**config.mk**
```make
export PLATFORM = sky130hd
export DESIGN_NAME = obj_regs
export DESIGN_NICKNAME = d
export VERILOG_FILES = /design/src/common/obj_pkg.sv /design/src/logic/irq_edge.sv /design/src/logic/obj_regs.sv
export VERILOG_INCLUDE_DIRS = /design/src /design/src/common
export SDC_FILE = /design/constraint.sdc
export NUM_CORES = 1
export LEC_CHECK = 0
export ABC_AREA = 1
export BUFFER_PORTS_ARGS = -buffer_cell sky130_fd_sc_hd__buf_2
export CORE_ASPECT_RATIO = 0.75
export CORE_MARGIN = 4
export CORE_UTILIZATION = 30
export DETAILED_ROUTE_END_ITERATION = 12
export GPL_ROUTABILITY_DRIVEN = 0
export GPL_TIMING_DRIVEN = 1
export PLACE_DENSITY_LB_ADDON = 0.2
export SLEW_MARGIN = 20
export SYNTH_ARGS = -nofsm -noshare
export SYNTH_HDL_FRONTEND = slang
export SYNTH_HIERARCHICAL = 1
export SYNTH_SLANG_ARGS = --single-unit
```
**constraint.sdc**
```tcl
create_clock -name clk -period 2.3 [get_ports clk]
set_clock_uncertainty 0.1 [all_clocks]
set_input_delay 0.23 -clock clk [delete_from_list [all_inputs] [get_ports clk]]
set_output_delay 0.23 -clock clk [all_outputs]
set_load 0.02 [all_outputs]
```
**src/common/obj_cfg.svh**
```systemverilog
// sprite controller sizes and limits
`ifndef OBJ_CFG_SVH
`define OBJ_CFG_SVH

`define OBJ_COUNT       128
`define OBJ_BYTES       8
`define OBJ_AW          10          // byte address into either RAM

// lines on which hs starts a scan
`define OBJ_LINE_FIRST  9'h10E
`define OBJ_LINE_LAST   9'h1F0

`define OBJ_HPOS_OFFSET 9'd9        // first column only

// sprites off, interrupts off
`define OBJ_CFG_RESET   8'h10

`endif

```
**src/common/obj_pkg.sv**
```systemverilog
// sprite controller types
package obj_pkg;

    typedef struct packed {
        logic        cs;
        logic        we;
        logic [10:0] addr;         // bit 10 selects the sprite table
        logic [7:0]  wdata;
    } cpu_bus_t;

    typedef struct packed {
        logic [8:0] vdump;
        logic       hs;
        logic       lvbl;
        logic       pxl_cen;
    } video_t;

    typedef struct packed {
        logic [2:0] int_en;        // nmi, firq, irq
        logic       flip;
        logic       obj_dis;
        logic [2:0] sha_cfg;
        logic       vb_start_n;    // low while the copy engine works
    } obj_ctrl_t;

    typedef struct packed {
        logic [12:0] code;
        logic [7:0]  attr;
        logic        hflip;
        logic        vflip;
        logic [8:0]  hpos;
        logic [3:0]  ysub;
        logic [5:0]  hzoom;
        logic        hz_keep;      // not the first column
    } draw_req_t;

    typedef logic [2:0] obj_size_t;

    localparam logic [2:0] REG_CFG    = 3'd0;
    localparam logic [2:0] REG_SHA    = 3'd1;
    localparam logic [2:0] REG_ROM_L  = 3'd2;
    localparam logic [2:0] REG_ROM_H  = 3'd3;
    localparam logic [2:0] REG_ROM_VH = 3'd4;

endpackage

```
**src/logic/irq_edge.sv**
```systemverilog
// edge triggered interrupt latch
`timescale 1ns/10ps

module irq_edge (
    input  logic clk,
    input  logic rst,
    input  logic event_in,
    input  logic en,
    output logic irq_n
);
    logic event_l;

    always_ff @(posedge clk or posedge rst) begin
        if (rst) begin
            event_l <= 1'b0;
            irq_n   <= 1'b1;
        end else begin
            event_l <= event_in;
            if (!en) begin
                irq_n <= 1'b1;          // CPU acknowledges by clearing the enable
            end else if (event_in && !event_l) begin
                irq_n <= 1'b0;
            end
        end
    end

endmodule

```
**src/logic/obj_regs.sv**
```systemverilog
// sprite control registers
`timescale 1ns/10ps
`include "obj_cfg.svh"

module obj_regs (
    input  logic               clk,
    input  logic               rst,
    input  obj_pkg::cpu_bus_t  bus,
    input  obj_pkg::video_t    video,
    input  logic [11:0]        pxl,
    output obj_pkg::obj_ctrl_t ctrl,
    output logic               shadow,
    output logic               irq_n,
    output logic               firq_n,
    output logic               nmi_n
);
    import obj_pkg::*;

    logic [7:0] mmr [0:4];
    logic       reg_we;

    // addresses 0 to 4 only, 5 to 7 are not mapped
    assign reg_we = bus.cs && bus.we && bus.addr[10:3] == 8'd0
                    && bus.addr[2:0] <= REG_ROM_VH;

    always_ff @(posedge clk or posedge rst) begin
        if (rst) begin
            mmr[REG_CFG]    <= `OBJ_CFG_RESET;
            mmr[REG_SHA]    <= 8'd0;
            mmr[REG_ROM_L]  <= 8'd0;
            mmr[REG_ROM_H]  <= 8'd0;
            mmr[REG_ROM_VH] <= 8'd0;
        end else if (reg_we) begin
            mmr[bus.addr[2:0]] <= bus.wdata;
        end
    end

    always_comb begin
        ctrl.int_en     = mmr[REG_CFG][2:0];
        ctrl.flip       = mmr[REG_CFG][3];
        ctrl.obj_dis    = mmr[REG_CFG][4];
        ctrl.sha_cfg    = mmr[REG_SHA][2:0];
        ctrl.vb_start_n = 1'b1;     // replaced by the copy engine status at the top
    end

    // shadow on palette marked pixels, sha_cfg[0] sets the polarity
    assign shadow = (&{pxl[11] | ctrl.sha_cfg[1], ~ctrl.sha_cfg[2], pxl[3:0]})
                    ^ ctrl.sha_cfg[0];

    irq_edge u_irq (
        .clk      (clk),
        .rst      (rst),
        .event_in (~video.lvbl),    // start of vertical blank
        .en       (ctrl.int_en[0]),
        .irq_n    (irq_n)
    );

    irq_edge u_firq (
        .clk      (clk),
        .rst      (rst),
        .event_in (video.vdump[0]), // every other line
        .en       (ctrl.int_en[1]),
        .irq_n    (firq_n)
    );

    irq_edge u_nmi (
        .clk      (clk),
        .rst      (rst),
        .event_in (video.vdump[4:0] == 5'd4),   // every 32 lines
        .en       (ctrl.int_en[2]),
        .irq_n    (nmi_n)
    );

endmodule

```
# Word level (Yosys, flattened, before mapping)
# Cells that the tools add are included.
classes:
  mux: 9
  eq_ne: 4
  reduce_logical: 12
  bitwise: 5
  order_cmp: 3
op_table:
  columns: ["operator", "n"]
  rows:
  - ["$bwmux 40", 1]
  - ["$demux 8 s3", 1]
  - ["$logic_not 8->1", 1]
  - ["$mux 8", 1]
  - ["$logic_and 1x1->1", 7]
  - ["$mux 1", 6]
  - ["$ne 2x1->1 const B", 3]
  - ["$reduce_and 6->1", 1]
  - ["$eq 5x3->1 const B", 1]
  - ["$ge 4x4->1 const B", 1]
  - ["$lt 4x1->1 const B", 1]
  - ["$not 3->4", 1]
  - ["$le 3x3->1 const B", 1]
  - ["$logic_not 1->1", 3]
  - ["$not 1->1", 2]
  - ["$or 1x1->1", 1]
  - ["$xor 1x1->1", 1]
word_totals:
  input_bits: 47
  reg_bits: 46
  elab_cells: 44
  output_inout_bits: 13

# Depth between registers and ports, before layout
depth:
  word_depth: 6
  depth_mapped: 6
  mapped_depth_nobuf: 6

# Hierarchy
# The synthesis kept the hierarchy.
modules_own_cells:
  columns: ["module", "cells_each", "area_per_inst_um2", "n_inst", "seq_area_each_um2"]
  rows:
  - ["obj_regs", 64, 530.5, 1, 201.4]
  - ["irq_edge", 7, 70.1, 3, 51.3]

# Worst setup path before layout
# OpenSTA, ideal clock, no wires.
synth_timing:
  path_type: "register to output"
  start: "register mmr, in the netlist ctrl[2]"
  end: "output shadow"
  required_time_ns: 1.970
  n_path_buf: 0
  stages_incl_launch_ff: 5
  path_slack_ns: 0.924
  arrival_time_ns: 1.046
  path_cell_list: "dfrtp_1 or2_2 nand3_1 nand2_1 nand2_1"
synth_via:
  elab_chain_cells: 3
synth_rtl:
  columns: ["item", "line", "rtl"]
  rows:
  - ["from (decl)", "obj_regs.sv:19", "logic [7:0] mmr [0:4];"]
  - ["from (signal, indexed assignment)", "obj_regs.sv:28", "mmr[REG_CFG] <= `OBJ_CFG_RESET;"]
  - ["from (signal, indexed assignment)", "obj_regs.sv:34", "mmr[bus.addr[2:0]] <= bus.wdata;"]
  - ["$or 1x1->1", "obj_regs.sv:47", "assign shadow = (&{pxl[11] | ctrl.sha_cfg[1], ~ctrl.sha_cfg[2], pxl[3:0]})"]
  - ["$reduce_and 6->1", "obj_regs.sv:47", null]
  - ["$xor 1x1->1", "obj_regs.sv:48", "^ ctrl.sha_cfg[0];"]
  - ["to (decl)", "obj_regs.sv:12", "output logic shadow,"]
# Every way passes these cells.

# Final worst setup path
# Same ends and word-level chain as after synthesis.

==> results_dict.tcl <==
set metrics [dict create \
    drive_gt1_share_pct 44.78 \
    fmax_ghz 0.6107 \
    cts_root_buf "clkbuf_4" \
    rows 15 \
    finalSetupViolCount 0 \
    cp-start-kind "register" \
    synth.most_common_cell "nand2_1" \
    cts_buffers 3 \
    antenna_found_initial 0 \
    cp_top_family "simple AND/OR/NAND/NOR gates" \
    track_usage_pct 9.888 \
    rsz0062_at_grt "false" \
    synth_top_area_cell "dfrtp_1" \
    cts_max_level 1 \
    drt_iter0_drc 11 \
    wirelength_mm 1.576 \
    period_share_pct 71.20 \
    crit_arrival_ps 1310 \
    crit_path_top_delay_cell "dfrtp_1" \
    grt_pass1_vias 626 \
    grt_start_max_net_pins 11 \
    setup_tns_ps 0 \
    path_cells "or2_2, nand3_1, nand2_1, nand2_1, buf_2" \
    hpwl_mm 1.370 \
    die_area_mm2 0.003336 \
    yosysSeqAreaShare_pct 47.97 \
    use_met2_pct 16.30 \
    status "completed" \
    crit_path_max_incr_delay_ps 390 \
    grt_pass1_wl_mm 2.525 \
    ir_worst_vdd_v 0.0002738 \
    core_area_mm2 0.002327 \
    finish.utilization_pct 45.65 \
    ys_dominant_reg_cell "dfrtp_1" \
    ys_warn_count 6 \
    cts_num_sinks 14 \
    num_vias 701 \
    die_x_um 65.38 \
    clk_pin_slew_worst_paths_ps 80 \
    critPathMaxFanout 3 \
    grt_overflow_total 0 \
    crit_path_end_kind "output port" \
    critical_path_class "reg2out" \
    fp.dieH_um 51.03 \
    drt-pass1-iter-count 4 \
    synthCells 85 \
    grt.met3_usage_pct 4.835 \
    drc 0 \
    postCtsSetupBuffers 0 \
    postSynth.asyncResetShare_pct 100.0 \
    synth_fp_nets 132 \
    cp_common_cell "nand2_1" \
    met1_usage_pct 11.25 \
    vias_per_cell 4.173 \
    synth_area_um2 740.7 \
    whs_ps 17.85 \
    synth_area_leaders "dfrtp_1, nand2_1, dfstp_2, nand4_1, inv_1" \
    maxSlewViolCount 0 \
    maxCapViolations 0 \
    finalCriticalPeriod_ps 1638 \
    p_leak_nw 0.6187 \
    nNetsFinal 182 \
    cts_tree "done" \
    worst-path-buf-inv 1 \
    synth_common_cells "nand2_1, inv_1, dfrtp_1" \
    io_buffers 42 \
    floorplan.initialDensity_pct 31.83 \
    worstPathRequired_ps 1970 \
    clockBufferDepth 2 \
    syn-mean-instance-area_um2 8.714 \
    synth_edf_count 0 \
    synthToLayoutAreaGrowth_pct 43.41 \
    drtAntennaViolNets 0 \
    ys_types 20 \
    powerDensity_mw_per_mm2 455.4 \
    hold_violations 0 \
    ios 60 \
    top_usage_layer "met2" \
    diodes 0 \
    fill_cells 252 \
    hold_path.class "in2reg" \
    synth_top_area_share_pct 33.78 \
    clock_latency_ps 270 \
    wire_per_inst_um 9.381 \
    ys_ff_latch 14 \
]
-- through the flow --
step | area, µm² | setup slack [ps] | total power [mW] | std cells
after floorplan | 740.7 | 923.5 | 0.2836 | 85
after global placement | 985.9 | 970.9 | 0.3139 | 160
after detailed placement | 985.9 | 952.8 | 0.3162 | 160
after CTS | 1052 | 639.8 | 0.4935 | 167
after global routing | 1062 | 565.5 | 0.5129 | 168
final | 1062 | 662.4 | 0.4838 | 168
-- layer usage --
metal	up-vias	routed length, µm
li1	367	-
met1	304	657
met2	28	745
met3	2	153
met4	0	19
met5	-	0
-- cell type report --
class                   instances  area (µm²)  area share [%]
multi-input cells              58       332.8           31.33
flip-flops and latches         14       355.3           33.45
inverters                      12       45.04           4.240
well taps                      34       42.54           4.005
repair buffers                 46       250.2           23.56
clock buffers                   4       36.28           3.416
-- flip-flops by register name, summed over array words and instances (netlist names) --
name,count
ctrl,8
u_firq/event_l,1
u_firq/irq_n,1
u_irq/event_l,1
u_irq/irq_n,1
u_nmi/event_l,1
u_nmi/irq_n,1
-- what timing repair did --
| action | CTS | global route |
|---|---|---|
| hold buffers | 3 | 1 |
| endpoints found under the hold margin | 15 | 1 |
| gates resized for setup | 0 | 0 |
-- path summary, 6_finish.rpt --
kind,startpoint,endpoint,slack [ps],depth (start not counted)
hold reg to reg,ctrl[7],u_firq/irq_n,330,1
max in group asynchronous,rst,ctrl[4],1440,3
setup reg to reg,u_firq/irq_n,u_firq/irq_n,1510,2
hold / removal,video[6],u_nmi/event_l,20,2
min in group asynchronous,rst,u_firq/event_l,280,3
setup / recovery,ctrl[2],shadow,660,5
-- cell families after synthesis --
family                 synth area share (%)
buffers and inverters                 7.095
DFF                                   47.97
other                                0.5063
and+or+nand+nor                       44.43
-- cells in the final DEF (no fill, tap or decap), types with 2 or more instances in the layout --
cell type,n
inv_1,11
clkbuf_4,3
dfstp_2,4
nand2_1,31
dfrtp_1,10
nor2_8,2
nand4_1,9
nor2_1,5
dlygate4sd3_1,4
buf_2,42
-- power by group --
part | total (mW) | internal (mW) | switching, mW
Sequential | 0.250 | 0.249 | 0.000829
Combinational | 0.0660 | 0.0318 | 0.0342
Clock | 0.168 | 0.0962 | 0.0719
No activity file was read; power rests on OpenSTA's default activity.
