## config.mk

```make
export PLATFORM = sky130hd
export DESIGN_NAME = obj_dma
export DESIGN_NICKNAME = d
export VERILOG_FILES = /design/src/common/obj_pkg.sv /design/src/obj_dma/obj_dma.sv
export VERILOG_INCLUDE_DIRS = /design/src /design/src/common
export SDC_FILE = /design/constraint.sdc
export NUM_CORES = 1
export LEC_CHECK = 0
export ABC_AREA = 1
export BUFFER_PORTS_ARGS = -buffer_cell sky130_fd_sc_hd__buf_2
export CAP_MARGIN = 20
export CORE_ASPECT_RATIO = 1.2
export CORE_UTILIZATION = 51
export CTS_CLUSTER_SIZE = 20
export DETAILED_ROUTE_END_ITERATION = 8
export GPL_ROUTABILITY_DRIVEN = 1
export PLACE_DENSITY = 0.8
export SYNTH_ARGS = -nofsm -noshare
export SYNTH_HDL_FRONTEND = slang
export SYNTH_SLANG_ARGS = --single-unit
```

## constraint.sdc

```tcl
create_clock -name clk -period 2.41 [get_ports clk]
set_input_delay 0.482 -clock clk [delete_from_list [all_inputs] [get_ports clk]]
set_output_delay 0.482 -clock clk [all_outputs]
set_load 0.02 [all_outputs]
```

## src/common/obj_cfg.svh

```systemverilog
// sprite controller sizes and limits
`ifndef OBJ_CFG_SVH
`define OBJ_CFG_SVH

`define OBJ_COUNT       128
`define OBJ_BYTES       8
`define OBJ_AW          10          // byte address into either RAM

// lines on which hs starts a scan
`define OBJ_LINE_FIRST  9'h10E
`define OBJ_LINE_LAST   9'h1F0

`define OBJ_HPOS_OFFSET 9'd9        // first column only

// sprites off, interrupts off
`define OBJ_CFG_RESET   8'h10

`endif

```

## src/common/obj_pkg.sv

```systemverilog
// sprite controller types
package obj_pkg;

    typedef struct packed {
        logic        cs;
        logic        we;
        logic [10:0] addr;         // bit 10 selects the sprite table
        logic [7:0]  wdata;
    } cpu_bus_t;

    typedef struct packed {
        logic [8:0] vdump;
        logic       hs;
        logic       lvbl;
        logic       pxl_cen;
    } video_t;

    typedef struct packed {
        logic [2:0] int_en;        // nmi, firq, irq
        logic       flip;
        logic       obj_dis;
        logic [2:0] sha_cfg;
        logic       vb_start_n;    // low while the copy engine works
    } obj_ctrl_t;

    typedef struct packed {
        logic [12:0] code;
        logic [7:0]  attr;
        logic        hflip;
        logic        vflip;
        logic [8:0]  hpos;
        logic [3:0]  ysub;
        logic [5:0]  hzoom;
        logic        hz_keep;      // not the first column
    } draw_req_t;

    typedef logic [2:0] obj_size_t;

    localparam logic [2:0] REG_CFG    = 3'd0;
    localparam logic [2:0] REG_SHA    = 3'd1;
    localparam logic [2:0] REG_ROM_L  = 3'd2;
    localparam logic [2:0] REG_ROM_H  = 3'd3;
    localparam logic [2:0] REG_ROM_VH = 3'd4;

endpackage

```

## src/obj_dma/obj_dma.sv

```systemverilog
// vertical blank sprite copy
`timescale 1ns/10ps
`include "obj_cfg.svh"

module obj_dma (
    input  logic               clk,
    input  logic               rst,
    input  obj_pkg::video_t    video,
    input  logic               obj_dis,
    output logic [`OBJ_AW-1:0] table_addr,
    input  logic [7:0]         table_q,
    output logic [`OBJ_AW-1:0] copy_addr,
    output logic [7:0]         copy_wdata,
    output logic               copy_we,
    output logic               vb_start_n
);
    typedef enum logic [1:0] {IDLE, CLEAR, COPY, DONE} dma_state_t;

    dma_state_t         state;
    logic [`OBJ_AW:0]   cnt;        // top bit ends the copy pass
    logic [`OBJ_AW:0]   cnt_nx;
    logic [`OBJ_AW-4:0] prio;
    logic [`OBJ_AW-4:0] wr_prio;
    logic               lvbl_l;
    logic               dis_l;
    logic               tog;
    logic               step;
    logic               head;
    logic               skip;

    assign head    = cnt[2:0] == 3'd0;                  // byte 0 of a sprite
    assign skip    = state == COPY && head && !table_q[7];
    assign step    = video.pxl_cen && tog && !dis_l && !video.lvbl;
    assign wr_prio = head ? table_q[6:0] : prio;
    assign cnt_nx  = skip ? cnt + (`OBJ_AW+1)'(`OBJ_BYTES) : cnt + 1'b1;

    assign table_addr = cnt[`OBJ_AW-1:0];
    assign copy_addr  = state == CLEAR ? cnt[`OBJ_AW-1:0] : {wr_prio, cnt[2:0]};
    assign copy_wdata = state == CLEAR ? 8'd0 : table_q;
    assign copy_we    = step && (state == CLEAR || (state == COPY && !skip));

    always_ff @(posedge clk or posedge rst) begin
        if (rst) begin
            state      <= IDLE;
            cnt        <= '0;
            lvbl_l     <= 1'b0;
            dis_l      <= 1'b1;
            tog        <= 1'b0;
            vb_start_n <= 1'b0;
        end else begin
            lvbl_l <= video.lvbl;
            if (video.pxl_cen) begin
                tog <= ~tog;            // half the pixel rate
            end
            if (video.lvbl) begin
                state      <= IDLE;
                vb_start_n <= 1'b1;
            end else if (lvbl_l) begin
                state <= CLEAR;         // blank just began
                cnt   <= '0;
                dis_l <= obj_dis;
            end else if (step) begin
                vb_start_n <= state == DONE;
                case (state)
                    CLEAR: begin
                        cnt <= cnt + 1'b1;
                        if (&cnt[`OBJ_AW-1:0]) begin
                            cnt   <= '0;
                            state <= COPY;
                        end
                    end
                    COPY: begin
                        cnt <= cnt_nx;
                        if (cnt_nx[`OBJ_AW]) begin
                            state <= DONE;
                        end
                    end
                    default: ;
                endcase
            end
        end
    end

    // slot of the sprite being copied
    always_ff @(posedge clk) begin
        if (step && state == COPY && head) begin
            prio <= table_q[6:0];
        end
    end

endmodule

```

# Word-level counts from Yosys, hierarchy flattened
# Cells that the tools add are included.
# word_totals
input_bits	23
regBits	24
# classes
mux	17
n_bitwise	2
eq_ne	6
n_reduce_logical	25
addsub	2
# op_table
op	count
11-bit 2-to-1 mux	4
11-bit one-hot mux with 2 select lines	1
11-bit by 1-bit adder with 11-bit output (second input constant)	1
11-bit by 4-bit adder with 11-bit output (second input constant)	1
10-bit 2-to-1 mux	1
2-bit 2-to-1 mux	5
10-bit AND reduction	1
1-bit logical AND	9
8-bit 2-to-1 mux	1
7-bit 2-to-1 mux	1
3-bit nonzero test	2
2-bit == test (second input constant)	2
1-bit logical NOT	4
4-bit by 3-bit != test with 1-bit output (second input constant)	1
4-bit != test (second input constant)	1
2-bit one-hot mux with 2 select lines	1
2-bit AND reduction	2
4-bit AND reduction	1
2-bit nonzero test	2
4-bit nonzero test	1
3-bit logical NOT	1
1-bit 2-to-1 mux	3
3-bit AND reduction	1
2-bit by 1-bit == test with 1-bit output (second input constant)	1
other kinds (3)	4

# Longest topological paths before layout
# logic_depth
word_depth	9
depth_mapped	11
mapped_depth_nobuf	10

# Least setup slack after synthesis
# No wires, ideal clock.
# synth_timing
path_type	reg2out
startpoint	register cnt[0]
endpoint	output copy_addr[7]
arrival_ns	1.449
setup_slack_ns	0.479
path_stages_with_launch	8
required_time_ns	1.928
path_cell_list	dfrtp_1 -> inv_1 -> ha_1 -> nand2_1 -> buf_2 -> o21ai_0 -> a21oi_1 -> a21oi_1
# synth_between
elab_chain_cells	3
# synth_rtl
element	line_no	rtl
from (decl)	obj_dma.sv:20	logic [`OBJ_AW:0] cnt;
from (signal assigned)	obj_dma.sv:66	cnt <= cnt + 1'b1;
from (signal assigned)	obj_dma.sv:73	cnt <= cnt_nx;
3-bit logical NOT	obj_dma.sv:31	assign head = cnt[2:0] == 3'd0;
7-bit 2-to-1 mux	obj_dma.sv:34	assign wr_prio = head ? table_q[6:0] : prio;
10-bit 2-to-1 mux	obj_dma.sv:38	assign copy_addr = state == CLEAR ? cnt[`OBJ_AW-1:0] : {wr_prio, cnt[2:0]};
to (decl)	obj_dma.sv:12	output logic [`OBJ_AW-1:0] copy_addr,
# Every way passes these cells.

# Final worst setup path
# layout_timing
startpoint	register cnt[1]
endpoint	output copy_addr[6]
# The elaborated chain is that of the path after synthesis.

==> results.yml <==
drt:
  num_vias: 1514
  drt_wl_total_mm: 3.49
  first_pass_iters: 4
  drc: 0
  ant_nets: 0
  wl_per_cell_um: 12.0
  viasPerCell: 5.22
  drt_iter0_markers: 36
synthesis:
  synthTopCellsByArea: "dfrtp_1 24%, edfxtp_1 13%, nand2_1 10%"
  ys_seq_area_share_pct: 38.0
  ys_ff_latch: 24
  yosys.area_share.xor_xnor_pct: 2.09
  ys_top_cells_by_count: "46 x nand2_1, 32 x inv_1, 23 x nor2_1, 19 x a21oi_1, 16 x dfrtp_1"
  yosysUniqueCellTypes: 32
  synth_compound_area_share_pct: 14.8
  synth_nets: 252
  synthArstFlopShare_pct: 70.8
  synth_edf_count: 7
  synth_warnings: 0
  synth_top_area_share_pct: 23.9
  synthSimpleGateAreaFrac_pct: 24.1
  synth.most_common_cell: "nand2_1"
  synth_top_family_by_area: "simple AND/OR/NAND/NOR gates"
  synth_mux_area_share_pct: 1.27
  syn-mean-instance-area_um2: 7.52
  synthAdderAreaFrac_pct: 4.47
  synth_area_um2: 1680
  synth_ff_type: "dfrtp_1"
  synth_area_leader_cell: "dfrtp_1"
  syn_inst: 223
place:
  dp_slack_ns: 0.312
  numPortBuffers: 42
  gp_congestion: 0.827
  dp_hpwl_mm: 2.66
grt:
  grt_pass1_vias: 1394
  grt-ovfl-total: 0
  grt_pass1_wl_mm: 5.95
  grt.total_usage_pct: 23.1
  antenna_found_initial: 0
  grt_max_degree: 18
timing:
  timing.setup.tns_ns: 0
  clock_skew_ns: 0.0105
  rsz0062_at_grt: "false"
  max_freq_mhz: 449
  min_period_ns: 2.23
  final_max_slew_viol_count: 0
  post-route-period-util_pct: 92.4
  setup_ws_ns: 0.183
  timing.slew.headroom_pct: 54.2
  finalHoldViolations: 0
  tightest_slew_ns: 0.687
  setup_viol: 0
clock_tree:
  cts.sinks: 24
  postCtsSetupRepairBufs: 0
  ctsRootBufferMaster: "clkbuf_4"
  htreeDepth: 1
  cts_buffer_depth: 2
  clk_latency_ns: 0.32
  clk_pin_slew_ns: 0.14
  tritoncts: "done"
  cts_buffers: 3
layout:
  fillers: 310
  final_nets: 284
  n_antenna_cell: 0
  drive_above_1_share_pct: 26.4
  area_delta_synth_final_pct: 11.0
die:
  placeableCoreArea_um2: 3110
  die_area_um2: 3520
  initial_core_util_pct: 53.9
  die_w_um: 54.4
  fp.dieH_um: 64.8
  ios: 53
  rows: 22
critical_path:
  cp-start-kind: "register"
  arrival_ns: 1.75
  crit_required_ns: 1.93
  crit_fanout: 15
  critical_path_class: "reg -> out"
  end_kind: "output pin"
run_status:
  status: "completed"
pwr:
  p_leak_nw: 0.986
  ir_drop_v: 0.000442
  power_density_nw_per_um2: 625
run:
  maxCapViolations: 0
min_path:
  hp-class: "in -> async"
sequential cells by signal (all words and copies together), names as in the netlist:
signal / count
vb_start_n: 1
lvbl_l: 1
cnt: 11
dis_l: 1
tog: 1
prio: 7
state: 2
worst max-delay path, stage by stage, from the launching register on:
cell and delay [ns]:
dfrtp_1 0.45, inv_1 0.10, ha_2 0.22, nand2_4 0.11, o21ai_0 0.16, a21oi_1 0.05, a21oi_1 0.13, buf_2 0.19
area by class of cell:
| cell class | instances | area [µm²] | share of cell area (%) |
|---|---|---|---|
| inverters | 36 | 135 | 7.25 |
| well taps | 36 | 45.0 | 2.42 |
| flip-flops and latches | 24 | 638 | 34.3 |
| multi-input cells | 146 | 793 | 42.6 |
| repair buffers | 44 | 225 | 12.1 |
| clock inverters | 1 | 3.75 | 0.201 |
| clock buffers | 3 | 22.5 | 1.21 |
cell families (layout without fill, tap and decap cells):
family                   Yosys count  after routing
multiplexers                       2              2
AND/OR/NAND/NOR                   91             91
XOR/XNOR                           4              4
buffers and inverters             53             84
AO/OA/AOI/OAI                     43             43
flip-flops                        24             24
adder cells (fa/ha/maj)            6              6
cell usage in the layout (no fill, tap or decap), drive strengths merged:
cell type and n:
o22ai 5, clkinv 1, or2 1, clkbuf 3, ha 6, nor3 1
inv 36, mux2i 1, dfrtp 16, dfstp 1, nand3b 1, a22oi 1
nand2 49, mux2 1, o21ai 15, edfxtp 7, nor2 25, nand4 4
a21oi 21, buf 44, nand3 10, a21boi 1, xor2 4
layer usage:
layer  track usage [%]  vias to the layer above  wire length [µm]
met5                 0                        -                 0
met4              8.65                        0                42
met3              4.23                        5               244
met2              36.0                       60              1690
met1              31.2                      685              1510
li1                  -                      764                 -
per-stage QoR:
stage | power (mW) | hold WS, ns | cell area [µm²] | util [%] | instances
6_report | 1.16 | 0.232 | 1860 | 59.9 | 290
5_1_grt | 1.24 | 0.282 | 1860 | 59.9 | 290
4_1_cts | 1.16 | 0.257 | 1850 | 59.6 | 290
3_5_place_dp | 0.968 | 0.453 | 1830 | 58.7 | 286
3_3_place_gp | 0.957 | 0.455 | 1830 | 58.7 | 286
2_1_floorplan | 0.882 | 0.407 | 1680 | - | 223
repair_timing:
action / in CTS / in global routing
gates resized for setup: 1 / 3
hold buffers: 0 / 0
endpoints found under the setup margin: 7 / 6
hold endpoints to repair: 0 / 0
worst paths after layout:
kind | startpoint | to | slack [ns] | cells past startpoint
max | cnt[1] | copy_addr[6] | 0.18 | 7
min | rst | cnt[9] | 0.23 | 2
max reg2reg | state[0] | cnt[10] | 0.61 | 10
min reg2reg | tog | tog | 0.48 | 1
max in group asynchronous | rst | cnt[0] | 1.71 | 2
min in group clk | video[1] | lvbl_l | 0.29 | 1
where the power goes:
group / switching, mW / total [mW] / internal (mW)
logic: 0.318 / 0.475 / 0.158
registers: 0.0437 / 0.502 / 0.458
clock network: 0.127 / 0.187 / 0.0607
(Power assumes the default switching activity.)
