**src/common/obj_cfg.svh**
```systemverilog
// sprite controller sizes and limits
`ifndef OBJ_CFG_SVH
`define OBJ_CFG_SVH

`define OBJ_COUNT       128
`define OBJ_BYTES       8
`define OBJ_AW          10          // byte address into either RAM

// lines on which hs starts a scan
`define OBJ_LINE_FIRST  9'h10E
`define OBJ_LINE_LAST   9'h1F0

`define OBJ_HPOS_OFFSET 9'd9        // first column only

// sprites off, interrupts off
`define OBJ_CFG_RESET   8'h10

`endif

```
**src/common/obj_pkg.sv**
```systemverilog
// sprite controller types
package obj_pkg;

    typedef struct packed {
        logic        cs;
        logic        we;
        logic [10:0] addr;         // bit 10 selects the sprite table
        logic [7:0]  wdata;
    } cpu_bus_t;

    typedef struct packed {
        logic [8:0] vdump;
        logic       hs;
        logic       lvbl;
        logic       pxl_cen;
    } video_t;

    typedef struct packed {
        logic [2:0] int_en;        // nmi, firq, irq
        logic       flip;
        logic       obj_dis;
        logic [2:0] sha_cfg;
        logic       vb_start_n;    // low while the copy engine works
    } obj_ctrl_t;

    typedef struct packed {
        logic [12:0] code;
        logic [7:0]  attr;
        logic        hflip;
        logic        vflip;
        logic [8:0]  hpos;
        logic [3:0]  ysub;
        logic [5:0]  hzoom;
        logic        hz_keep;      // not the first column
    } draw_req_t;

    typedef logic [2:0] obj_size_t;

    localparam logic [2:0] REG_CFG    = 3'd0;
    localparam logic [2:0] REG_SHA    = 3'd1;
    localparam logic [2:0] REG_ROM_L  = 3'd2;
    localparam logic [2:0] REG_ROM_H  = 3'd3;
    localparam logic [2:0] REG_ROM_VH = 3'd4;

endpackage

```
**src/obj_scan/obj_yzone.sv**
```systemverilog
// vertical zoom and zone test
`timescale 1ns/10ps

module obj_yzone (
    input  logic               clk,
    input  logic               rst,
    input  logic [8:0]         y,
    input  logic [8:0]         vline,
    input  logic [5:0]         vzoom,
    input  obj_pkg::obj_size_t size,
    output logic [8:0]         ydiff,
    output logic               inzone,
    output logic [2:0]         last_col
);
    import obj_pkg::*;

    logic [8:0]  base;
    logic [5:0]  vzoom_1;
    obj_size_t   size_1;
    logic [17:0] prod;
    logic [8:0]  sum;
    logic        fits;

    assign prod = {vzoom_1, 3'b0} * base;
    assign sum  = base + prod[17:9];    // zoom stretches the row offset

    always_comb begin
        case (size_1)
            3'd0, 3'd1:       fits = base[8:4] == 5'd0 && sum[8:4] == 5'd0; // 16 lines
            3'd2, 3'd3, 3'd4: fits = base[8:5] == 4'd0 && sum[8:5] == 4'd0; // 32
            3'd5, 3'd6:       fits = base[8:6] == 3'd0 && sum[8:6] == 3'd0; // 64
            default:          fits = base[8:7] == 2'd0 && sum[8:7] == 2'd0; // 128
        endcase
    end

    always_ff @(posedge clk or posedge rst) begin
        if (rst) begin
            base     <= '0;
            vzoom_1  <= '0;
            size_1   <= '0;
            ydiff    <= '0;
            inzone   <= 1'b0;
            last_col <= '0;
        end else begin
            base    <= y + vline;
            vzoom_1 <= vzoom;
            size_1  <= size;
            ydiff   <= sum;
            inzone  <= fits;
            case (size_1)
                3'd0, 3'd2:       last_col <= 3'd0;
                3'd1, 3'd3, 3'd5: last_col <= 3'd1;
                3'd4, 3'd6:       last_col <= 3'd3;
                default:          last_col <= 3'd7;
            endcase
        end
    end

endmodule

```
**src/obj_scan/obj_scan.sv**
```systemverilog
// sprite line scanner
`timescale 1ns/10ps
`include "obj_cfg.svh"

module obj_scan (
    input  logic               clk,
    input  logic               rst,
    input  obj_pkg::video_t    video,
    input  obj_pkg::obj_ctrl_t ctrl,
    output logic [`OBJ_AW-1:0] copy_addr,
    input  logic [7:0]         copy_q,
    output obj_pkg::draw_req_t req,
    output logic               dr_start,
    input  logic               dr_busy
);
    import obj_pkg::*;

    typedef enum logic [1:0] {S_IDLE, S_READ, S_ZONE, S_COL} scan_state_t;

    scan_state_t state;
    logic [6:0]  obj;
    logic [2:0]  sub;
    logic [2:0]  rd_sub;
    logic [2:0]  col;
    logic [2:0]  last_col;
    logic [2:0]  hcode;
    logic [2:0]  ccol;
    logic        rd_on;
    logic        hs_l;
    logic        busy_l;
    logic        line_go;
    logic        issue;
    logic        decide;
    logic        next_obj;
    logic        act;
    logic        inzone;
    logic [8:0]  vline;
    logic [8:0]  y;
    logic [8:0]  ydiff;
    obj_size_t   size;
    logic [12:0] code;
    logic [7:0]  attr;
    logic [7:0]  hpos_lo;
    logic [5:0]  vzoom;
    logic [5:0]  hzoom;
    logic        vflip;
    logic        hflip;
    logic        hpos_hi;

    assign line_go   = video.hs && !hs_l && video.vdump >= `OBJ_LINE_FIRST
                       && video.vdump <= `OBJ_LINE_LAST;
    assign issue     = state == S_COL && !dr_busy && !busy_l && !dr_start;
    assign decide    = state == S_ZONE && sub == 3'd1;     // zone result ready
    assign next_obj  = (decide && !(act && inzone)) || (issue && col == last_col);
    assign copy_addr = {obj, sub};
    assign hcode     = {code[4], code[2], code[0]};

    // column bits of the code
    always_comb begin
        case (size)
            3'd0, 3'd2:       ccol = hcode;
            3'd1, 3'd3, 3'd5: ccol = {hcode[2:1], col[0] ^ hflip};
            3'd4, 3'd6:       ccol = {hcode[2], col[1:0] ^ {2{hflip}}};
            default:          ccol = col ^ {3{hflip}};
        endcase
    end

    obj_yzone u_yzone (
        .clk      (clk),
        .rst      (rst),
        .y        (y),
        .vline    (vline),
        .vzoom    (vzoom),
        .size     (size),
        .ydiff    (ydiff),
        .inzone   (inzone),
        .last_col (last_col)
    );

    always_ff @(posedge clk or posedge rst) begin
        if (rst) begin
            state    <= S_IDLE;
            obj      <= '0;
            sub      <= '0;
            col      <= '0;
            rd_on    <= 1'b0;
            hs_l     <= 1'b0;
            busy_l   <= 1'b0;
            dr_start <= 1'b0;
        end else begin
            hs_l     <= video.hs;
            busy_l   <= dr_busy;
            rd_on    <= state == S_READ;
            dr_start <= issue;
            if (line_go) begin
                state <= S_READ;
                obj   <= '0;
                sub   <= '0;
            end else begin
                case (state)
                    S_READ: begin
                        sub <= sub + 1'b1;
                        if (sub == 3'd7) begin
                            state <= S_ZONE;
                        end
                    end
                    S_ZONE: begin
                        sub <= sub + 1'b1;
                        if (decide && act && inzone) begin
                            state <= S_COL;
                            col   <= '0;
                        end
                    end
                    S_COL: begin
                        if (issue) begin
                            col <= col + 1'b1;
                        end
                    end
                    default: ;
                endcase
                if (next_obj) begin
                    sub   <= '0;
                    obj   <= obj + 1'b1;
                    state <= obj == 7'(`OBJ_COUNT - 1) ? S_IDLE : S_READ;
                end
            end
        end
    end

    always_ff @(posedge clk) begin
        rd_sub <= sub;
        if (line_go) begin
            vline <= video.vdump ^ {1'b0, {8{ctrl.flip}}};
        end
        if (rd_on) begin
            case (rd_sub)
                3'd0: act <= copy_q[7];
                3'd1: {size, code[12:8]} <= copy_q;
                3'd2: code[7:0] <= copy_q;
                3'd3: attr <= copy_q;
                3'd4: {vzoom, vflip, y[8]} <= copy_q;
                3'd5: y[7:0] <= copy_q;
                3'd6: {hzoom, hflip, hpos_hi} <= copy_q;
                default: hpos_lo <= copy_q;
            endcase
        end
        if (decide) begin
            // row bits into the code
            case (size)
                3'd2, 3'd3, 3'd4: code[1] <= ydiff[4] ^ vflip;
                3'd5, 3'd6:       {code[3], code[1]} <= ydiff[5:4] ^ {2{vflip}};
                3'd7:             {code[5], code[3], code[1]} <= ydiff[6:4] ^ {3{vflip}};
                default: ;
            endcase
        end
        if (issue) begin
            req.code    <= {code[12:5], ccol[2], code[3], ccol[1], code[1], ccol[0]};
            req.attr    <= attr;
            req.hflip   <= hflip;
            req.vflip   <= vflip;
            req.ysub    <= ydiff[3:0];
            req.hzoom   <= hzoom;
            req.hz_keep <= col != 3'd0;
            if (col == 3'd0) begin
                req.hpos <= {hpos_hi, hpos_lo} + `OBJ_HPOS_OFFSET;
            end else begin
                req.hpos <= req.hpos + 9'h10;   // next 16 pixel column
            end
        end
    end

endmodule

```
**config.mk**
```make
export PLATFORM = sky130hd
export DESIGN_NAME = obj_scan
export DESIGN_NICKNAME = d
export VERILOG_FILES = /design/src/common/obj_pkg.sv /design/src/obj_scan/obj_yzone.sv /design/src/obj_scan/obj_scan.sv
export VERILOG_INCLUDE_DIRS = /design/src /design/src/common
export SDC_FILE = /design/constraint.sdc
export NUM_CORES = 1
export LEC_CHECK = 0
export BUFFER_PORTS_ARGS = -buffer_cell sky130_fd_sc_hd__buf_2
export CAP_MARGIN = 20
export CORE_MARGIN = 5
export CORE_UTILIZATION = 45
export CTS_CLUSTER_DIAMETER = 40
export DETAILED_ROUTE_END_ITERATION = 6
export SYNTH_ARGS = -nofsm -noshare
export SYNTH_HDL_FRONTEND = slang
export SYNTH_HIERARCHICAL = 1
export SYNTH_SLANG_ARGS = --single-unit
```
**constraint.sdc**
```tcl
create_clock -name clk -period 7 [get_ports clk]
set_input_delay 0 -clock clk [delete_from_list [all_inputs] [get_ports clk]]
set_output_delay 0 -clock clk [all_outputs]
set_load 0.05 [all_outputs]
```
# [Word level (Yosys, flattened, before mapping)]
# Cells that the tools add are included.
[totals] register_bits=160 input_bits=32 out_inout_bits=54
[op_classes] add_sub_neg=7 mul=1 n_lt_le_gt_ge=2 eq_ne=30 muxes=26 bitwise_logic=9 reduce_logical=62
[op_table] op="3-bit equality test, second input constant" count=11
[op_table] op="9-bit adder" count=2
[op_table] op="3-bit by 2-bit equality test with 1-bit output, second input constant" count=6
[op_table] op="3-bit logical NOT" count=6
[op_table] op="3-bit case mux with 3 select lines" count=2
[op_table] op="1-bit logical AND" count=16
[op_table] op="2-bit AND reduction" count=8
[op_table] op="2-bit OR reduction" count=8
[op_table] op="6-bit by 9-bit multiplier with 15-bit output" count=1
[op_table] op="3-bit two-way mux" count=5
[op_table] op="7-bit two-way mux" count=2
[op_table] op="3-bit by 1-bit equality test with 1-bit output, second input constant" count=4
[op_table] op="6-bit two-way mux" count=2
[op_table] op="3-bit OR reduction" count=4
[op_table] op="5-bit logical NOT" count=2
[op_table] op="9-bit by 4-bit adder with 9-bit output, second input constant" count=1
[op_table] op="9-bit by 5-bit adder with 9-bit output, second input constant" count=1
[op_table] op="9-bit greater-or-equal comparator, second input constant" count=1
[op_table] op="9-bit <= comparator, second input constant" count=1
[op_table] op="9-bit two-way mux" count=1
[op_table] op="9-bit by 8-bit bitwise XOR with 9-bit output" count=1
[op_table] op="4-bit logical NOT" count=2
[op_table] op="2-bit two-way mux" count=4
[op_table] op="4-bit by 3-bit inequality test with 1-bit output, second input constant" count=2
[op_table] op="other kinds (26)" count=44

# [Longest topological paths before layout]
# Gate-level depths: netlist (run 1).
[depth] depth_word=8 mapped_depth=22

# [By module]
# The synthesis (run 1) kept the hierarchy.
[modules_own_cells] mod="obj_scan" instances=1 cells_each=322 area_each_um2=5021.1 seq_area_each_um2=3778.6
[modules_own_cells] mod="obj_yzone" instances=1 cells_each=309 area_each_um2=3042.9 seq_area_each_um2=775.7

# [Worst setup path after synthesis (run 1)]
# OpenSTA, ideal clock, no wires.
[synth_timing] path_kind="reg2reg" start="register u_yzone.vzoom_1[5]" end="register u_yzone.inzone" setup_ns=0.095 arrival_time_ns=4.944 required_time_ns=6.905 slack_ns=1.961 stages_incl_launch_ff=20 synth_period_minus_slack_ns=5.039 cell_sequence="dfrtp_1 -> and2_1 -> fa_1 -> fa_1 -> inv_1 -> fa_1 -> inv_1 -> ha_1 -> nand3_1 -> o211ai_1 -> o21ai_2 -> a21oi_2 -> nor4_1 -> a311o_1 -> ha_1 -> or4_4 -> o22ai_2 -> xnor2_1 -> xnor2_2 -> nor4b_2"
[synth_via] elab_chain_cells=5
[synth_rtl] item="start: declaration" line="obj_yzone.sv:18" rtl="logic [5:0] vzoom_1;"
[synth_rtl] item="start signal: assignment" line="obj_yzone.sv:46" rtl="vzoom_1 <= vzoom;"
[synth_rtl] item="6-bit by 9-bit multiplier with 15-bit output (*)" line="obj_yzone.sv:24" rtl="assign prod = {vzoom_1, 3'b0} * base;"
[synth_rtl] item="9-bit adder (*)" line="obj_yzone.sv:25" rtl="assign sum = base + prod[17:9];"
[synth_rtl] item="via u_yzone.sum[8]" line="obj_yzone.sv:21" rtl="logic [8:0] sum;"
[synth_rtl] item="5-bit logical NOT, or another cell as far along" line="obj_yzone.sv:29" rtl="3'd0, 3'd1: fits = base[8:4] == 5'd0 && sum[8:4] == 5'd0;"
[synth_rtl] item="1-bit logical AND, on equally long branches"
[synth_rtl] item="1-bit case mux with 3 select lines (*)" line="obj_yzone.sv:28" rtl="case (size_1)"
[synth_rtl] item="via u_yzone.fits" line="obj_yzone.sv:22" rtl="logic fits;"
[synth_rtl] item="end signal: assignment" line="obj_yzone.sv:49" rtl="inzone <= fits;"
[synth_rtl] item="end: declaration" line="obj_yzone.sv:12" rtl="output logic inzone,"
# The timed path passes the listed nets; every way through them passes the cells marked *.
# A chain may end at the register's enable or synchronous reset.

# [Final worst setup path (run 1)]
# Ends and elaborated chain as after synthesis.

==> impl_metrics.toml, run 1 <==
[global_route]
antenna_found_initial = 0
grt_pass1_vias = 5285
grt_pass1_wl_mm = 26.8
gr-usage-all-layers_pct = 16.9
grt_max_degree = 40
overflow = 0

[die]
rows = 48
core_sq_mm = 0.0174
start_util_pct = 46.2
fp.dieW_um = 143
boundaryPins = 86
chipHeight_um = 143
fp.dieArea_sq_mm = 0.0206

[clock_tree]
clock-root-buffer = "clkbuf_16"
htree_levels = 4
cts_tree = "done"
cts_sinks = 160
clk_pin_slew_ps = 70
postCtsSetupBuffers = 0
cts-buffers-inserted = 17
clockBufferDepth = 2
clock_latency_ps = 420

[setup_path]
worstSetupEndpointType = "register"
cp_cell_sequence = "and2_1, fa_1, fa_1, inv_1, fa_1, inv_1, ha_1, nand3_1, o211ai_1, o21ai_2, a21oi_2, nor4_1, a311o_1, ha_1, or4_4, o22ai_2, xnor2_1, xnor2_2, nor4b_2"
rrSetupSlack_ps = 1560
path_buf_inv = 2
reg2reg_from = "u_yzone/vzoom_1[5]$_DFF_PP0_"
cpMostUsedCell = "fa_1"
slowest_delay_ps = 550
crit_family = "adder cells"
start_kind = "register"
critPathSlowestCell = "fa_1"
cp.arrival_ps = 5770
r2r_cells = 19
crit_fanout = 9
required_ps = 7330
rr_endpoint = "u_yzone/inzone$_DFF_PP0_"
crit_type = "reg -> reg"

[timing]
relSlewSlack_pct = 43.6
fin_worst_skew_ps = 8.14
finalCritPeriodShare_pct = 77.7
hold-worst-slack_ps = 11.8
worst_pin_slew_ps = 842
fin_ws_ps = 1560
fmaxAchievable_ghz = 0.184
slew_viol_final = 0
timing.final.crit_period_ps = 5440
hold_viol = 0
setup-violations-final = 0
tns_ps = 0
rsz0062_at_grt = "false"

[placement]
gp_congestion = 0.860
dp_hpwl_mm = 12.0
dp_slack_ps = 1560
portBuffers = 75

[worst_hold_path]
hold_path_class = "in -> reg"
hold_depth = 2
holdPathEnd = "vline[1]$_DFFE_PN_"
hold_path.startpoint = "ctrl[5]"

[route]
vias_per_cell = 5.20
wl_per_cell_um = 16.9
drtIter0Drc = 218
final_antenna_net_count = 0
wirelength_mm = 16.6
num_vias = 5086
drc_errors = 0
dr.pass1.iters = 5

[power_and_ir_drop]
power.total_w = 0.00363
p_per_area_mw_per_mm2 = 383
p_leak_nw = 3.94
ir_worst_vdd_mv = 0.306

[status]
status = "completed"

[flow_run]
maxCapViolCount = 0

[synth]
synth_area_sq_mm = 0.00801
synthCells = 629
avgSynthCellArea_sq_um = 12.7
syn-num-nets = 738
ys_warn_count = 6

[layout]
syn_to_final_growth_pct = 18.2
post-route-util_pct = 54.6
diodes = 0
fin_nets = 849
drive_gt1_share_pct = 16.7
worst max-delay path by stage:
stage	start	to	slack [ps]	cells past startpoint
finish	u_yzone/vzoom_1[5]$_DFF_PP0_	u_yzone/inzone$_DFF_PP0_	1560	19
CTS	u_yzone/base[4]$_DFF_PP0_	u_yzone/inzone$_DFF_PP0_	1510	19
detailed placement	u_yzone/base[4]$_DFF_PP0_	u_yzone/inzone$_DFF_PP0_	1560	19
global route	u_yzone/vzoom_1[5]$_DFF_PP0_	u_yzone/inzone$_DFF_PP0_	1230	19
floorplan	u_yzone/vzoom_1[5]$_DFF_PP0_	u_yzone/inzone$_DFF_PP0_	1970	19
global placement	u_yzone/base[4]$_DFF_PP0_	u_yzone/inzone$_DFF_PP0_	1580	19
worst register-to-register path: stages, from the launching register on:
cell,delay (ps)
dfrtp_1,500
and2_1,240
fa_1,500
fa_1,550
inv_1,60
fa_1,540
inv_1,40
ha_1,340
nand3_1,130
o211ai_1,270
o21ai_2,140
a21oi_2,220
nor4_1,70
a311o_1,320
ha_1,210
or4_4,540
o22ai_2,120
xnor2_1,180
xnor2_2,110
nor4b_2,280
stage by stage:
| stage | std cells | instance area, sq um |
|---|---|---|
| 6_report | 978 | 9470 |
| 3_3_place_gp | 923 | 8650 |
| 2_1_floorplan | 629 | 8010 |
| 5_1_grt | 978 | 9470 |
| 4_1_cts | 976 | 9440 |
| 3_5_place_dp | 923 | 8650 |
layout by cell type, fill, tap and decap left out, types with 3 or more instances in the layout:
cell and instances:
a211oi_1 4, a21o_1 12, a21oi_1 22, and2_1 33, buf_2 75, clkbuf_16 17, clkinv_4 3, clkinvlp_4 3
dfrtp_1 48, dfxtp_1 6, dlygate4sd3_1 21, edfxtp_1 106, fa_1 30, ha_1 47, inv_1 51, inv_6 5
mux2i_1 16, nand2_1 40, nand2b_1 7, nand3_1 9, nand4_1 5, nor2_1 41, nor2b_1 3, nor3_1 15
nor4_1 5, o211ai_1 5, o21a_1 4, o21ai_0 23, o21ai_1 5, or2_2 3, xnor2_1 25, xor2_1 20
area by class of cell:
cell class                      instances  area (sq um)
Timing Repair Buffer                  100           632
Clock inverter                         15           150
Tap cell                              225           282
Sequential cell                       160          4500
Inverter                               51           191
Clock buffer                           17           425
Fill cell                            1481          7890
Multi-Input combinational cell        410          3290
sequential cells by signal, indices dropped and copies added (netlist names), 6 cells and up:
signal,count
req,43
attr,8
hzoom,6
u_yzone/ydiff,7
hpos_lo,8
code,13
obj,7
vzoom,6
u_yzone/vzoom_1,6
vline,9
y,9
u_yzone/base,9
metal layers:
layer  global-route usage, %  wire length, um  vias to the layer above
met1                    22.0             7340                     2526
met5                       0                0                        -
met3                    3.86              612                       20
li1                        -                -                     2432
met4                    4.51              203                        0
met2                    28.7             8410                      108
power breakdown:
| part | internal (W) | switching [W] | total [W] |
|---|---|---|---|
| combinational | 0.000590 | 0.000870 | 0.00146 |
| clock | 0.000500 | 0.000397 | 0.000897 |
| sequential | 0.00117 | 0.0000982 | 0.00127 |
what timing repair did:
item	CTS	global route
hold endpoints to repair	114	0
hold buffers	21	0
resized for setup	0	0
(Power assumes the default switching activity.)
==> run 2: changes to the inputs <==
==> constraint.sdc (replaced) <==
create_clock -name clk -period 5.4 [get_ports clk]
set_input_delay 0 -clock clk [delete_from_list [all_inputs] [get_ports clk]]
set_output_delay 0 -clock clk [all_outputs]
set_load 0.05 [all_outputs]
==> run 2 against run 1 <==
- first-iteration DRC count rose by 23%
- count of clock-buffer cells in the layout is 1 higher
- via count shrank 0.28%
- clock power grew 32%
- total power is 35% higher
==> impl_metrics.toml, run 2 (synthesized netlist as in run 1, its figures left out) <==
[timing]
hold_viol = 0
fin_worst_skew_ps = 12.6
setup-violations-final = 0
hold-worst-slack_ps = 9.17
slew_viol_final = 0
relSlewSlack_pct = 41.9
timing.final.crit_period_ps = 5260
worst_pin_slew_ps = 868
fmaxAchievable_ghz = 0.190
finalCritPeriodShare_pct = 97.4
fin_ws_ps = 143

[global_route]
overflow = 0
grt_max_degree = 40
grt_pass1_wl_mm = 26.9
antenna_found_initial = 0
grt_pass1_vias = 5340
gr-usage-all-layers_pct = 16.9

[layout]
syn_to_final_growth_pct = 20.9
instances_no_fill = 998
fin_nets = 869
fillers = 1457
largest_reg_flops = 43
top_register = "req"
final_common_cell = "edfxtp_1"
drive_gt1_share_pct = 19.9
final_cell_mix = "106 x edfxtp_1, 75 x buf_2, 51 x inv_1"
diodes = 0
multiInputGateArea_sq_mm = 0.00334
regArea_sq_mm = 0.00451
reg_top3 = "req (43), code (13)"

[die]
fp.dieW_um = 143
boundaryPins = 86
fp.dieArea_sq_mm = 0.0206
core_sq_mm = 0.0174
start_util_pct = 46.2
rows = 48
chipHeight_um = 143

[route]
vias_per_cell = 5.08
num_vias = 5072
drtIter0Drc = 268
wirelength_mm = 16.6
dr.pass1.iters = 5
final_antenna_net_count = 0
drc_errors = 0
wl_per_cell_um = 16.6

[setup_path]
cpMostUsedCell = "fa_1"
crit_type = "reg -> reg"
crit_fanout = 4
rr_endpoint = "u_yzone/inzone$_DFF_PP0_"
cp_cell_sequence = "and2_1, fa_1, fa_1, inv_1, fa_1, inv_1, ha_4, nand3_1, o211ai_1, o21ai_2, a21oi_2, nor4_1, a311o_1, ha_4, or4_4, o22ai_4, xnor2_2, xnor2_2, nor4b_2"
slowest_delay_ps = 560
reg2reg_from = "u_yzone/vzoom_1[3]$_DFF_PP0_"
worstSetupEndpointType = "register"
r2r_cells = 19
required_ps = 5720
start_kind = "register"
cp-startpoint = "u_yzone/vzoom_1[3]$_DFF_PP0_"
rrSetupSlack_ps = 140
cp.arrival_ps = 5580
critPathSlowestCell = "fa_1"
crit_path_end = "u_yzone/inzone$_DFF_PP0_"

[power_and_ir_drop]
power.internal_w = 0.00307
p_per_area_mw_per_mm2 = 507
p_leak_nw = 4.03
p_comb_share_pct = 42.6
ir_worst_vdd_mv = 0.386
sw_frac_of_total_pct = 37.4
pwr-share-seq_pct = 33.3
power.total_w = 0.00491
p_clk_share_pct = 24.0
power.switching_w = 0.00183

[placement]
placed_cells = 937
dp_hpwl_mm = 12.5
gp_congestion = 0.852
dp_slack_ps = 52.4
portBuffers = 75

[clock_tree]
clock_latency_ps = 420
cts_sinks = 160
htree_levels = 4
cts_tree = "done"
cts-buffers-inserted = 17
clockBufferDepth = 2
clock-root-buffer = "clkbuf_16"
clk_pin_slew_ps = 60

[flow_run]
maxCapViolCount = 0

[worst_hold_path]
hold_path_class = "in -> reg"

[status]
status = "completed"
-- run 2: changes by cell type in the layout (fill, tap and decap cells not counted), moves of 2 or more --
| cell | previous run | this run |
|---|---|---|
| dfrtp_1 | 48 | 44 |
| dfrtp_2 | 0 | 4 |
| inv_8 | 2 | 0 |
| ha_4 | 0 | 3 |
| buf_4 | 2 | 22 |
| ha_1 | 47 | 44 |
-- run 2: power by group through the flow --
stage	logic (W)	registers, W	clock network, W
final	0.00209	0.00164	0.00118
after global routing	0.00232	0.00166	0.00127
after CTS	0.00201	0.00164	0.00120
after detailed placement	0.00196	0.00166	0
after global placement	0.00191	0.00165	0
after floorplan	0.00136	0.00180	0
-- run 2: worst min-delay path by stage --
stage,startpoint,end,slack (ps),cells after the start
5_1_grt,ctrl[5],vline[3]$_DFFE_PN_,20,2
3_3_place_gp,dr_busy,busy_l$_DFF_PP0_,130,1
3_5_place_dp,dr_busy,busy_l$_DFF_PP0_,130,1
2_1_floorplan,rst,busy_l$_DFF_PP0_,-50,1
4_1_cts,ctrl[5],vline[5]$_DFFE_PN_,2,2
6_report,ctrl[5],vline[5]$_DFFE_PN_,9,2
-- run 2: critical path: cells and delay by family (launching register included) --
kind / cells / cell delay, ps
fa+ha+maj: 5 / 2090
buf+inv: 2 / 130
xor+xnor: 2 / 260
simple gates: 5 / 1120
flops: 1 / 430
compound gates: 5 / 1140
-- run 2: per-layer routing --
layer  routed length, um  track usage, %
met5                   0               0
met4                 285            4.71
met3                 624            4.03
met2                8280            28.3
met1                7390            22.3
-- run 2: area by class of cell --
type | instances | share of cell area [%]
inverter | 51 | 1.98
clock buffer | 18 | 4.43
tap | 225 | 2.91
multi-input combinational | 410 | 34.5
sequential | 160 | 46.6
clock inverter | 14 | 1.61
timing repair buffer | 120 | 8.02
-- run 2: per-stage QoR --
step / setup TNS [ps] / util [%] / area [sq um]
after global routing: -22.8 / 55.8 / 9690
final: 0 / 55.8 / 9690
after CTS: 0 / 55.2 / 9580
after global placement: 0 / 50.4 / 8750
after floorplan: 0 / - / 8010
after detailed placement: 0 / 50.5 / 8770
-- run 2: what timing repair did --
| item | CTS | global route |
|---|---|---|
| hold buffers | 21 | 0 |
| buffers inserted | 1 | 6 |
| endpoints found under the setup margin | 1 | 1 |
| pin swaps | 3 | 7 |
| gates resized for setup | 1 | 10 |
| hold endpoints to repair | 101 | 0 |
==> run 3: changes to the inputs <==
==> constraint.sdc (replaced) <==
create_clock -name clk -period 5.4 [get_ports clk]
set_input_delay 0.27 -clock clk [delete_from_list [all_inputs] [get_ports clk]]
set_output_delay 0.27 -clock clk [all_outputs]
set_load 0.05 [all_outputs]
==> run 3 against run 2 <==
- flip-flop and latch count did not move
- final cell count fell by 2.0%
- sequential power barely moved
- total power fell by 1.7%
- combinational power fell by 2%
- clock power fell by 3%
- wire length fell by 3.6%
- sequential share of layout area rose by 1.1 points
- first-iteration DRC count fell by 22%
- critical path type unchanged
- highest routed layer unchanged
==> impl_metrics.toml, run 3 (synthesized netlist as in run 1, its figures left out) <==
[setup_path]
reg2reg_from = "u_yzone/vzoom_1[5]$_DFF_PP0_"
required_ps = 5710
start_kind = "register"
crit_fanout = 5
cp.arrival_ps = 5570
worstSetupEndpointType = "register"
crit_type = "reg -> reg"
cp-startpoint = "u_yzone/vzoom_1[5]$_DFF_PP0_"

[timing]
relSlewSlack_pct = 44.7
finalCritPeriodShare_pct = 97.4
fin_worst_skew_ps = 12.0
worst_pin_slew_ps = 827
fmaxAchievable_ghz = 0.190
slew_viol_final = 0
tns_ps = 0
hold_viol = 0
setup-violations-final = 0
hold-worst-slack_ps = 66.6
timing.final.crit_period_ps = 5260

[placement]
portBuffers = 75
gp_congestion = 0.835
dp_hpwl_mm = 12.2

[clock_tree]
clockBufferDepth = 2
clock-root-buffer = "clkbuf_16"
cts_sinks = 160
cts-buffers-inserted = 17
cts_tree = "done"
clk_pin_slew_ps = 60
htree_levels = 4
clock_latency_ps = 420

[status]
status = "completed"

[die]
rows = 48
start_util_pct = 46.2
chipHeight_um = 143
fp.dieArea_sq_mm = 0.0206
fp.dieW_um = 143
core_sq_mm = 0.0174
boundaryPins = 86

[power_and_ir_drop]
sw_frac_of_total_pct = 36.7
power.internal_w = 0.00305
p_clk_share_pct = 23.7
p_per_area_mw_per_mm2 = 510
pwr-share-seq_pct = 34.0
power.switching_w = 0.00177
p_comb_share_pct = 42.3
p_leak_nw = 3.94
ir_worst_vdd_mv = 0.302

[route]
dr.pass1.iters = 4
final_antenna_net_count = 0
drc_errors = 0
wl_per_cell_um = 16.3
wirelength_mm = 16.0
num_vias = 4955
drtIter0Drc = 210
vias_per_cell = 5.07

[layout]
top_register = "req"
fillers = 1488
drive_gt1_share_pct = 20.2
fin_nets = 849
multiInputGateArea_sq_mm = 0.00333
largest_reg_flops = 43
final_cell_mix = "106 x edfxtp_1, 75 x buf_2, 51 x inv_1"
final_common_cell = "edfxtp_1"
diodes = 0
regArea_sq_mm = 0.00451
syn_to_final_growth_pct = 18.1
reg_top3 = "req (43), code (13)"

[worst_hold_path]
hold_path.startpoint = "video[11]"
hold_path_class = "in -> reg"

[global_route]
antenna_found_initial = 0
grt_pass1_vias = 5139
grt_pass1_wl_mm = 25.9
grt_max_degree = 40
overflow = 0
gr-usage-all-layers_pct = 16.3

[flow_run]
maxCapViolCount = 0
[run 3: cell count changes in the layout (fill, tap and decap cells not counted), sizes merged]
| cell | delta |
|---|---|
| buf | -2 |
| clkinv | +3 |
| dlygate4sd3 | -18 |
| inv | -3 |
[run 3: path summary, 6_finish.rpt]
check	endpoint	slack, ps	depth (start not counted)
worst min-delay path	vline[8]$_DFFE_PN_	70	1
max in group asynchronous	u_yzone/vzoom_1[1]$_DFF_PP0_	4330	4
worst max-delay path	u_yzone/inzone$_DFF_PP0_	140	19
worst max register to register	u_yzone/inzone$_DFF_PP0_	140	19
worst min register to register	u_yzone/vzoom_1[1]$_DFF_PP0_	350	0
min in group asynchronous	u_yzone/size_1[0]$_DFF_PP0_	520	3
[run 3: final cells by class]
class	count	area share [%]
sequential	160	47.7
inverter	51	2.02
multi-input combinational	410	35.1
clock inverter	14	1.49
tap	225	2.97
timing repair buffer	100	6.15
clock buffer	18	4.53
[run 3: critical path, cell delays in order, from the launching register on]
cell and delay (ps):
dfrtp_1 410, and2_1 190, fa_1 510, fa_1 540, inv_1 50, fa_1 530, inv_1 40, ha_1 290
nand3_1 110, o211ai_1 290, o21ai_2 140, a21oi_2 240, nor4_1 70, a311o_1 330, ha_2 200, or4_4 550
o22ai_4 130, xnor2_2 110, xnor2_2 150, nor4b_2 250
[run 3: power groups by stage]
| stage | clock network, W | logic [W] | registers (W) |
|---|---|---|---|
| 2_1_floorplan | 0 | 0.00136 | 0.00180 |
| 3_3_place_gp | 0 | 0.00192 | 0.00166 |
| 3_5_place_dp | 0 | 0.00196 | 0.00166 |
| 4_1_cts | 0.00117 | 0.00197 | 0.00164 |
| 5_1_grt | 0.00123 | 0.00229 | 0.00166 |
| 6_report | 0.00114 | 0.00204 | 0.00164 |
[run 3: timing repair]
| item | in CTS | in global routing |
|---|---|---|
| hold buffers | 3 | 0 |
| buffers inserted | 0 | 6 |
| setup endpoints to repair | 0 | 1 |
| gates resized for setup | 0 | 13 |
| endpoints found under the hold margin | 19 | 0 |
[run 3: metal layers]
layer / track usage, % / up-vias / share of wire [%]
met2: 27.1 / 77 / 49
met5: 0 / - / 0
met4: 5.25 / 0 / 1.1
li1: - / 2429 / -
met1: 21.4 / 2433 / 47
met3: 3.46 / 16 / 3.5
[run 3: per-stage QoR]
| stage | total power [W] | std cells | util, % | setup WS [ps] | area [sq um] |
|---|---|---|---|---|---|
| after floorplan | 0.00315 | 629 | - | 372 | 8010 |
| after global placement | 0.00358 | 935 | 50.4 | 145 | 8740 |
| after detailed placement | 0.00362 | 936 | 50.5 | 84.5 | 8760 |
| after CTS | 0.00478 | 971 | 53.9 | 40.0 | 9360 |
| after global routing | 0.00518 | 978 | 54.5 | -64.8 | 9460 |
| final | 0.00482 | 978 | 54.5 | 142 | 9460 |
